--- src/hw/icache_pkg.sv ---
package icache_pkg;

    // Geometry
    localparam int ADDR_W     = 32;
    localparam int WORD_W     = 32;
    localparam int N_WAY      = 2;
    localparam int N_SET      = 16;
    localparam int LINE_WORDS = 4;

    // Address fields, derived from the geometry
    localparam int BOFF_W = 2;                          // Byte bits inside a word
    localparam int IDX_W  = $clog2(N_SET);              // 4
    localparam int OFF_W  = $clog2(LINE_WORDS);         // 2
    localparam int TAG_W  = ADDR_W - IDX_W - OFF_W - BOFF_W; // 24
    localparam int LINE_W = LINE_WORDS * WORD_W;        // 128

    // Physical address as seen by the cache, MSB first
    typedef struct packed {
        logic [TAG_W-1:0]  tag;
        logic [IDX_W-1:0]  idx;
        logic [OFF_W-1:0]  off;   // Word within the line
        logic [BOFF_W-1:0] boff;  // Always zero for fetch
    } icache_addr_t;

    // Contents of the request register
    typedef struct packed {
        logic         valid;
        icache_addr_t addr;
    } icache_req_t;

    // Line address sent to the next level
    typedef struct packed {
        logic [TAG_W-1:0]        tag;
        logic [IDX_W-1:0]        idx;
        logic [OFF_W+BOFF_W-1:0] zero; // Word and byte bits of a line address
    } ifill_req_t;

    // Controller states
    //   READ   : lookup and hit responses
    //   MISS   : fill outstanding, line will be written
    //   REPLAY : respond from the freshly written line
    //   KILL   : fill outstanding, line will be dropped
    typedef enum logic [1:0] {
        READ   = 2'b00,
        MISS   = 2'b01,
        REPLAY = 2'b10,
        KILL   = 2'b11
    } ictrl_state_t;

endpackage

--- src/hw/icache_req_stage.sv ---
`timescale 1ns/100ps

module icache_req_stage (
    input  logic                     clk_i,
    input  logic                     rstn_i,
    input  logic                     ireq_valid_i,
    input  icache_pkg::icache_addr_t ireq_addr_i,
    input  logic                     accept_i,
    input  logic                     hold_i,
    input  logic                     clear_i,
    output icache_pkg::icache_req_t  req_o
);
    import icache_pkg::*;

    logic             valid_q;
    logic [TAG_W-1:0] tag_q;
    logic [IDX_W-1:0] idx_q;
    logic [OFF_W-1:0] off_q;

    // A held request stays valid until the controller clears it.
    // Without hold the request has been served and the slot empties.
    always_ff @(posedge clk_i or negedge rstn_i) begin
        if (!rstn_i) begin
            valid_q <= 1'b0;
        end else if (accept_i && ireq_valid_i) begin
            valid_q <= 1'b1;
        end else if (clear_i || !hold_i) begin
            valid_q <= 1'b0;          // Served, killed or flushed
        end
    end

    always_ff @(posedge clk_i) begin
        if (accept_i && !hold_i) begin
            tag_q <= ireq_addr_i.tag;
            idx_q <= ireq_addr_i.idx;
            off_q <= ireq_addr_i.off;
        end
    end

    assign req_o.valid     = valid_q;
    assign req_o.addr.tag  = tag_q;
    assign req_o.addr.idx  = idx_q;
    assign req_o.addr.off  = off_q;
    assign req_o.addr.boff = '0;      // Fetch is word aligned

endmodule

--- src/hw/icache_tag_array.sv ---
`timescale 1ns/100ps

module icache_tag_array (
    input  logic                         clk_i,
    input  logic                         rstn_i,
    input  icache_pkg::icache_req_t      req_i,
    input  logic                         fill_we_i,
    input  logic                         flush_i,
    output logic [icache_pkg::N_WAY-1:0] hit_way_o,
    output logic [icache_pkg::N_WAY-1:0] victim_way_o
);
    import icache_pkg::*;

    logic [N_SET-1:0] valid_q [N_WAY];
    logic [TAG_W-1:0] tag_q   [N_WAY][N_SET];
    logic [N_SET-1:0] rr_q;                   // Round-robin pointer per set
    logic [N_WAY-1:0] set_valid;
    logic             all_valid;
    logic [IDX_W-1:0] idx;

    assign idx = req_i.addr.idx;

    // Compare the stage-two tag against every way of the set
    always_comb begin
        for (int w = 0; w < N_WAY; w++) begin
            set_valid[w] = valid_q[w][idx];
            hit_way_o[w] = set_valid[w] && (tag_q[w][idx] == req_i.addr.tag);
        end
    end

    assign all_valid = &set_valid;

    // Lowest invalid way wins, round robin only when the set is full
    always_comb begin
        victim_way_o = '0;
        if (all_valid) begin
            victim_way_o[rr_q[idx]] = 1'b1;
        end else begin
            for (int w = N_WAY - 1; w >= 0; w--) begin
                if (!set_valid[w]) begin
                    victim_way_o    = '0;
                    victim_way_o[w] = 1'b1;
                end
            end
        end
    end

    always_ff @(posedge clk_i or negedge rstn_i) begin
        if (!rstn_i) begin
            for (int w = 0; w < N_WAY; w++) begin
                valid_q[w] <= '0;
            end
            rr_q <= '0;
        end else if (flush_i) begin
            for (int w = 0; w < N_WAY; w++) begin
                valid_q[w] <= '0;         // Whole cache invalid
            end
            rr_q <= '0;
        end else if (fill_we_i) begin
            for (int w = 0; w < N_WAY; w++) begin
                if (victim_way_o[w]) begin
                    valid_q[w][idx] <= 1'b1;
                end
            end
            if (all_valid) begin
                rr_q[idx] <= ~rr_q[idx];  // Next eviction goes to the other way
            end
        end
    end

    always_ff @(posedge clk_i) begin
        if (fill_we_i) begin
            for (int w = 0; w < N_WAY; w++) begin
                if (victim_way_o[w]) begin
                    tag_q[w][idx] <= req_i.addr.tag;
                end
            end
        end
    end

endmodule

--- src/hw/icache_data_array.sv ---
`timescale 1ns/100ps

module icache_data_array (
    input  logic                          clk_i,
    input  icache_pkg::icache_req_t       req_i,
    input  logic [icache_pkg::N_WAY-1:0]  hit_way_i,
    input  logic [icache_pkg::N_WAY-1:0]  victim_way_i,
    input  logic                          fill_we_i,
    input  logic [icache_pkg::LINE_W-1:0] fill_line_i,
    output logic [icache_pkg::WORD_W-1:0] rd_word_o
);
    import icache_pkg::*;

    logic [LINE_W-1:0] line_q [N_WAY][N_SET];
    logic [LINE_W-1:0] hit_line;

    // Fill returns the whole line in one beat
    always_ff @(posedge clk_i) begin
        if (fill_we_i) begin
            for (int w = 0; w < N_WAY; w++) begin
                if (victim_way_i[w]) begin
                    line_q[w][req_i.addr.idx] <= fill_line_i;
                end
            end
        end
    end

    // Hit vector is one-hot, so an OR acts as the way mux
    always_comb begin
        hit_line = '0;
        for (int w = 0; w < N_WAY; w++) begin
            if (hit_way_i[w]) begin
                hit_line = hit_line | line_q[w][req_i.addr.idx];
            end
        end
    end

    // Response word register, lines up with the registered valid pulse
    always_ff @(posedge clk_i) begin
        if (req_i.valid) begin
            rd_word_o <= hit_line[req_i.addr.off*WORD_W +: WORD_W];
        end
    end

endmodule

--- src/hw/icache_ctrl.sv ---
`timescale 1ns/100ps

module icache_ctrl (
    input  logic                         clk_i,
    input  logic                         rstn_i,
    input  logic                         ireq_valid_i,
    input  logic                         req_valid_i,    // Stage two holds a request
    input  logic [icache_pkg::N_WAY-1:0] hit_way_i,
    input  logic                         ireq_kill_i,
    input  logic                         flush_i,
    input  logic                         ifill_resp_valid_i,
    output logic                         iresp_ready_o,
    output logic                         iresp_valid_o,
    output logic                         accept_o,
    output logic                         hold_o,
    output logic                         clear_o,
    output logic                         fill_we_o,
    output logic                         ifill_req_valid_o,
    output logic                         miss_o
);
    import icache_pkg::*;

    ictrl_state_t state_q;
    ictrl_state_t state_d;

    logic is_hit;
    logic kill_or_flush;
    logic miss_seen;
    logic resp_d;
    logic resp_q;
    logic fill_req_q;
    logic miss_q;

    assign is_hit        = |hit_way_i;
    assign kill_or_flush = ireq_kill_i | flush_i;

    // A real miss in stage two, not abandoned this cycle
    assign miss_seen = (state_q == READ) && req_valid_i && !is_hit && !kill_or_flush;

    always_ff @(posedge clk_i or negedge rstn_i) begin
        if (!rstn_i) begin
            state_q <= READ;
        end else begin
            state_q <= state_d;
        end
    end

    always_comb begin
        state_d   = state_q;
        resp_d    = 1'b0;
        fill_we_o = 1'b0;
        clear_o   = 1'b0;
        case (state_q)
            READ: begin
                if (kill_or_flush) begin
                    clear_o = 1'b1;                      // Drop stage two
                end else if (req_valid_i && is_hit) begin
                    resp_d = 1'b1;
                end else if (miss_seen) begin
                    state_d = MISS;
                end
            end
            MISS: begin
                if (ifill_resp_valid_i) begin
                    // Kill on the fill edge itself drops the line right away
                    fill_we_o = !kill_or_flush;
                    clear_o   = kill_or_flush;
                    state_d   = kill_or_flush ? READ : REPLAY;
                end else if (kill_or_flush) begin
                    clear_o = 1'b1;
                    state_d = KILL;
                end
            end
            REPLAY: begin
                resp_d  = !kill_or_flush;                // Line is written, tag now hits
                clear_o = 1'b1;                          // Miss completed
                state_d = READ;
            end
            KILL: begin
                if (ifill_resp_valid_i) begin
                    state_d = READ;                      // Line is thrown away
                end
            end
            default: begin
                state_d = READ;
            end
        endcase
    end

    // Response, fill request and PMU strobe are all one-cycle pulses
    always_ff @(posedge clk_i or negedge rstn_i) begin
        if (!rstn_i) begin
            resp_q     <= 1'b0;
            fill_req_q <= 1'b0;
            miss_q     <= 1'b0;
        end else begin
            resp_q     <= resp_d;
            fill_req_q <= miss_seen;
            miss_q     <= miss_seen;
        end
    end

    assign iresp_valid_o     = resp_q;
    assign ifill_req_valid_o = fill_req_q;
    assign miss_o            = miss_q;

    // Ready only in READ, and not while a miss is being decided
    assign iresp_ready_o = (state_q == READ) && !flush_i && !miss_seen;
    assign accept_o      = ireq_valid_i && iresp_ready_o;
    assign hold_o        = miss_seen || (state_q != READ);

endmodule

--- src/hw/icache_top.sv ---
`timescale 1ns/100ps

module icache_top (
    input  logic                          clk_i,
    input  logic                          rstn_i,
    input  logic                          ireq_valid_i,
    input  icache_pkg::icache_addr_t      ireq_addr_i,
    input  logic                          ireq_kill_i,
    input  logic                          flush_i,
    input  logic                          ifill_resp_valid_i,
    input  logic [icache_pkg::LINE_W-1:0] ifill_line_i,
    output logic                          iresp_ready_o,
    output logic                          iresp_valid_o,
    output logic [icache_pkg::WORD_W-1:0] iresp_data_o,
    output logic                          ifill_req_valid_o,
    output icache_pkg::ifill_req_t        ifill_req_o,
    output logic                          miss_o
);
    import icache_pkg::*;

    icache_req_t      req;
    logic [N_WAY-1:0] hit_way;
    logic [N_WAY-1:0] victim_way;
    logic             accept;
    logic             hold;
    logic             clear;
    logic             fill_we;

    icache_req_stage icache_req_stage_inst (
        .clk_i        (clk_i),
        .rstn_i       (rstn_i),
        .ireq_valid_i (ireq_valid_i),
        .ireq_addr_i  (ireq_addr_i),
        .accept_i     (accept),
        .hold_i       (hold),
        .clear_i      (clear),
        .req_o        (req)
    );

    icache_tag_array icache_tag_array_inst (
        .clk_i        (clk_i),
        .rstn_i       (rstn_i),
        .req_i        (req),
        .fill_we_i    (fill_we),
        .flush_i      (flush_i),
        .hit_way_o    (hit_way),
        .victim_way_o (victim_way)
    );

    icache_data_array icache_data_array_inst (
        .clk_i        (clk_i),
        .req_i        (req),
        .hit_way_i    (hit_way),
        .victim_way_i (victim_way),
        .fill_we_i    (fill_we),
        .fill_line_i  (ifill_line_i),
        .rd_word_o    (iresp_data_o)
    );

    icache_ctrl icache_ctrl_inst (
        .clk_i              (clk_i),
        .rstn_i             (rstn_i),
        .ireq_valid_i       (ireq_valid_i),
        .req_valid_i        (req.valid),
        .hit_way_i          (hit_way),
        .ireq_kill_i        (ireq_kill_i),
        .flush_i            (flush_i),
        .ifill_resp_valid_i (ifill_resp_valid_i),
        .iresp_ready_o      (iresp_ready_o),
        .iresp_valid_o      (iresp_valid_o),
        .accept_o           (accept),
        .hold_o             (hold),
        .clear_o            (clear),
        .fill_we_o          (fill_we),
        .ifill_req_valid_o  (ifill_req_valid_o),
        .miss_o             (miss_o)
    );

    // Line address of the request held during the miss
    assign ifill_req_o.tag  = req.addr.tag;
    assign ifill_req_o.idx  = req.addr.idx;
    assign ifill_req_o.zero = '0;

endmodule

--- config.mk ---
export PLATFORM = sky130hd
export DESIGN_NAME = icache_top
export DESIGN_NICKNAME = d
export VERILOG_FILES = /design/src/hw/icache_pkg.sv /design/src/hw/icache_req_stage.sv /design/src/hw/icache_tag_array.sv /design/src/hw/icache_data_array.sv /design/src/hw/icache_ctrl.sv /design/src/hw/icache_top.sv
export SDC_FILE = /design/constraint.sdc
export NUM_CORES = 2
export LEC_CHECK = 0
export ABC_AREA = 1
export BUFFER_PORTS_ARGS = -buffer_cell sky130_fd_sc_hd__buf_4
export CAP_MARGIN = 20
export CORE_MARGIN = 8
export CORE_UTILIZATION = 44
export DETAILED_ROUTE_END_ITERATION = 10
export GPL_ROUTABILITY_DRIVEN = 1
export PLACE_DENSITY = 0.62
export REMOVE_ABC_BUFFERS = 1
export SETUP_SLACK_MARGIN = 0.05
export SYNTH_ARGS = -nofsm -noshare
export SYNTH_HDL_FRONTEND = slang
export SYNTH_MEMORY_MAX_BITS = 65536
export SYNTH_SLANG_ARGS = --single-unit
--- constraint.sdc ---
create_clock -name clk_i -period 9.3 [get_ports clk_i]
set_input_delay 1.86 -clock clk_i [delete_from_list [all_inputs] [get_ports clk_i]]
set_output_delay 1.86 -clock clk_i [all_outputs]
set_load 0.02 [all_outputs]
==> run_results.csv <==
group,metric,value,unit
global_routing,antenna_found_initial,67,
floorplanning,die_w,667,µm
cells_and_area,final_nets,12466,
synthesis,ys_ff_latch,4979,
routing,wl_met3,60.8,mm
timing,tightestPinTransition,1.20,ns
placement,gp_congestion,0.808,
synthesis,synth_enable_flop_cells,4926,
synthesis,yosysWarnings,0,
cells_and_area,n_fill_cell,35127,
floorplanning,rows,239,
synthesis,synth_top_area_cell,"edfxtp_1",
timing,drv_slew,0,
synthesis,syn_area,0.187,mm²
worst_setup_path,timing.rr.end,"icache_data_array_inst.line_q[0][1493]$_DFFE_PP_",
worst_setup_path,crit_type,"reg2out",
routing,drtIter0Drc,15147,
synthesis,synthAdderAreaFrac,0,
clocking,clk_latency,1.06,ns
worst_setup_path,r2r_cells,15,
floorplanning,die_height,667,µm
timing,worst_clock_skew,0.111,ns
clocking,htree_levels,5,
routing,routed-via-count,113610,
clocking,cts.sinks,4979,
synthesis,yosysSeqAreaShare,0.799,
routing,drc_errors,0,
timing,fin_crit,7.65,ns
cells_and_area,drive_above_1_share,0.101,
timing,timing.fmax,131,MHz
synthesis,synth_compound_area_frac,0.112,
worst_setup_path,cp_max_fo,120,
synthesis,async_flop_share,0.0106,
global_routing,grt_pass1_wl,791,mm
clocking,cts_tree,"done",
timing,max_slew_margin,0.198,
floorplanning,coreArea,0.423,mm²
power,power_leakage,0.0679,µW
routing,routed_via_density,6.18,
synthesis,synthMuxAreaShare,0.0000536,
clocking,numCtsBuffers,485,
global_routing,grt_max_degree,146,
clocking,clkTransAtPathRegs,0.06,ns
power,power_density,226,mW/mm²
synthesis,synthSimpleGateAreaFrac,0.0668,
floorplanning,die-area,0.445,mm²
clocking,clockRootBuffer,"clkbuf_16",
cells_and_area,area_growth,12.6,%
timing,final-setup-viol-count,0,
timing,setup_tns,0,ns
worst_setup_path,start_kind,"flip-flop",
hold_path,holdPathStages,1,
placement,pre_cts_ws,2.48,ns
synthesis,synthXorXnorAreaFrac,0,
worst_setup_path,r2r_slack,2.25,ns
power,peakVddDrop,194,µV
placement,hpwl,268,mm
synthesis,ys_types,47,
synthesis,yosysTopAreaCellShare,0.792,
hold_path,hp-class,"reg2reg",
power,p_total,47500,µW
timing,rsz0062_at_grt,"no",
worst_setup_path,critPathCaptureType,"output port",
routing,route.top_layer_used,"met5",
worst_setup_path,r2r_start,"icache_req_stage_inst.idx_q[0]$_DFFE_PP_",
worst_setup_path,critPathArrivalTime,5.79,ns
synthesis,synth_top_family_by_area,"compound AO/OA/AOI/OAI gates",
global_routing,grt-ovfl-total,0,
worst_setup_path,critPathRequiredTime,7.44,ns
routing,drt-total-wl,560,mm
clocking,cts.path.max_buffers,4,
routing,wire_per_inst,30.5,µm
floorplanning,io_pins,234,
cells_and_area,fin_util,0.497,
clocking,postCtsSetupRepairBufs,0,
synthesis,yosys-top-cells-area,"edfxtp_1, nand2_1, a22oi_1",
hold_path,min_from,"icache_tag_array_inst.valid_q[20]$_DFFE_PN0P_",
cells_and_area,final_common_cell,"edfxtp_1",
routing,drt_pass1_iterations,6,
flow_run,drv_cap,0,
timing,hold_violations,0,
synthesis,syn_area_per_cell,15.4,µm²
routing,wl_met1,219,mm
timing,fin_crit_sh,0.823,
placement,post_dp_cell_area,0.195,mm²
synthesis,synth_flop_cell,"edfxtp_1",
global_routing,first_global_vias,107917,
cells_and_area,final_cell_mix,"edfxtp_1, nand2_1, a22oi_1",
floorplanning,initial_core_util,0.441,
timing,setup_ws,1.65,ns
routing,wl_met2,261,mm
cells_and_area,final_area,0.210,mm²
status,status,"completed",
synthesis,synthesis.instances,12135,
clocking,postCtsHoldBufs,0,
routing,antenna_left,0,
global_routing,track_usage,0.242,
placement,portBuffers,227,
clocking,post_cts_resized,0,
hold_path,min_to,"icache_tag_array_inst.valid_q[20]$_DFFE_PN0P_",
[power breakdown]
part	leakage [µW]	total, µW	internal [µW]	switching, µW
logic	0.0155	3800	996	2800
clock network	0.00737	18900	10400	8450
registers	0.0450	24800	24800	46.9
total	0.0679	47500	36200	11300
[worst max path at each step]
stage                                                   from                                                to  slack (ns)
floorplan           icache_req_stage_inst.idx_q[0]$_DFFE_PP_  icache_data_array_inst.line_q[0][1792]$_DFFE_PP_      -30.17
global route        icache_req_stage_inst.idx_q[0]$_DFFE_PP_                                     iresp_ready_o        1.36
global placement    icache_req_stage_inst.idx_q[0]$_DFFE_PP_  icache_data_array_inst.line_q[0][2964]$_DFFE_PP_        2.45
finish              icache_req_stage_inst.idx_q[0]$_DFFE_PP_                                     iresp_ready_o        1.65
detailed placement  icache_req_stage_inst.idx_q[0]$_DFFE_PP_  icache_data_array_inst.line_q[0][1461]$_DFFE_PP_        2.48
CTS                 icache_req_stage_inst.idx_q[1]$_DFFE_PP_                                     iresp_ready_o        1.65
[state kept, by name (all words and copies together) (netlist names)]
| signal | flops |
|---|---|
| icache_data_array_inst.rd_word_o | 32 |
| icache_ctrl_inst.state_q | 2 |
| icache_data_array_inst.line_q | 4096 |
| icache_req_stage_inst.idx_q | 4 |
| icache_tag_array_inst.valid_q | 32 |
| icache_tag_array_inst.rr_q | 16 |
| icache_ctrl_inst.iresp_valid_o | 1 |
| icache_req_stage_inst.off_q | 2 |
| icache_tag_array_inst.tag_q | 768 |
| icache_ctrl_inst.ifill_req_valid_o | 1 |
| icache_req_stage_inst.tag_q | 24 |
| icache_req_stage_inst.valid_q | 1 |
[metrics by stage]
step / hold WS [ns] / cells
6_report: 0.488 / 18388
5_1_grt: 0.498 / 18380
4_1_cts: 0.494 / 18369
3_5_place_dp: 0.480 / 17476
3_3_place_gp: 0.474 / 17474
2_1_floorplan: 0.464 / 11324
[layer usage]
metal | vias to the layer above | track usage
li1 | 47727 | -
met1 | 58084 | 0.336
met2 | 6686 | 0.387
met3 | 1075 | 0.0467
met4 | 38 | 0.0762
met5 | - | 0
[cell usage after synthesis (all sizes together), types with 48 or more instances]
cell and count:
o22ai 920, or3 75, o22a 48, nand2 2065
buf 404, or2 77, nand3 333, nor2 245
a21oi 590, dfrtp 53, o21ai 511, nand4 100
clkbuf 410, edfxtp 4926, o221ai 48, a22oi 1025
inv 101
[critical path: stages (launching register included)]
cell and delay (ns):
edfxtp_1 0.40, buf_12 0.41, nand2_4 0.36, inv_8 0.78, nand2_1 0.12, nand2_1 0.10, o21ai_0 0.10, nand2_1 0.15
o21ai_0 0.10, nand2_1 0.24, nand2_1 0.09, nor2_1 0.11, nand2_1 0.09, nor2_4 0.08, buf_4 0.48, nand2_1 0.16
nand3_1 0.24, nand2_1 0.13, inv_1 0.10, nand2_1 0.05, inv_1 0.06, buf_4 0.14
[layout make-up]
type                       count  area (µm²)  share of cell area
antenna                       19        47.5            0.000226
clock buffer                 601       12600              0.0601
clock inverter               292        2500              0.0119
inverter                     102         579             0.00276
multi-input combinational   6243       33700               0.160
sequential                  4979      149000               0.710
tap                         5663        7090              0.0337
timing repair buffer         489        4430              0.0211
[kinds of logic (layout without fill, tap and decap cells)]
kind of cell | count (synthesis) | count (layout)
flip-flops | 4979 | 4979
AO/OA/AOI/OAI | 3267 | 3267
AND/OR/NAND/NOR | 2971 | 2971
buffers and inverters | 916 | 1484
other | 1 | 23
multiplexers | 1 | 1
Note: power is estimated with default switching activity, not from simulation.
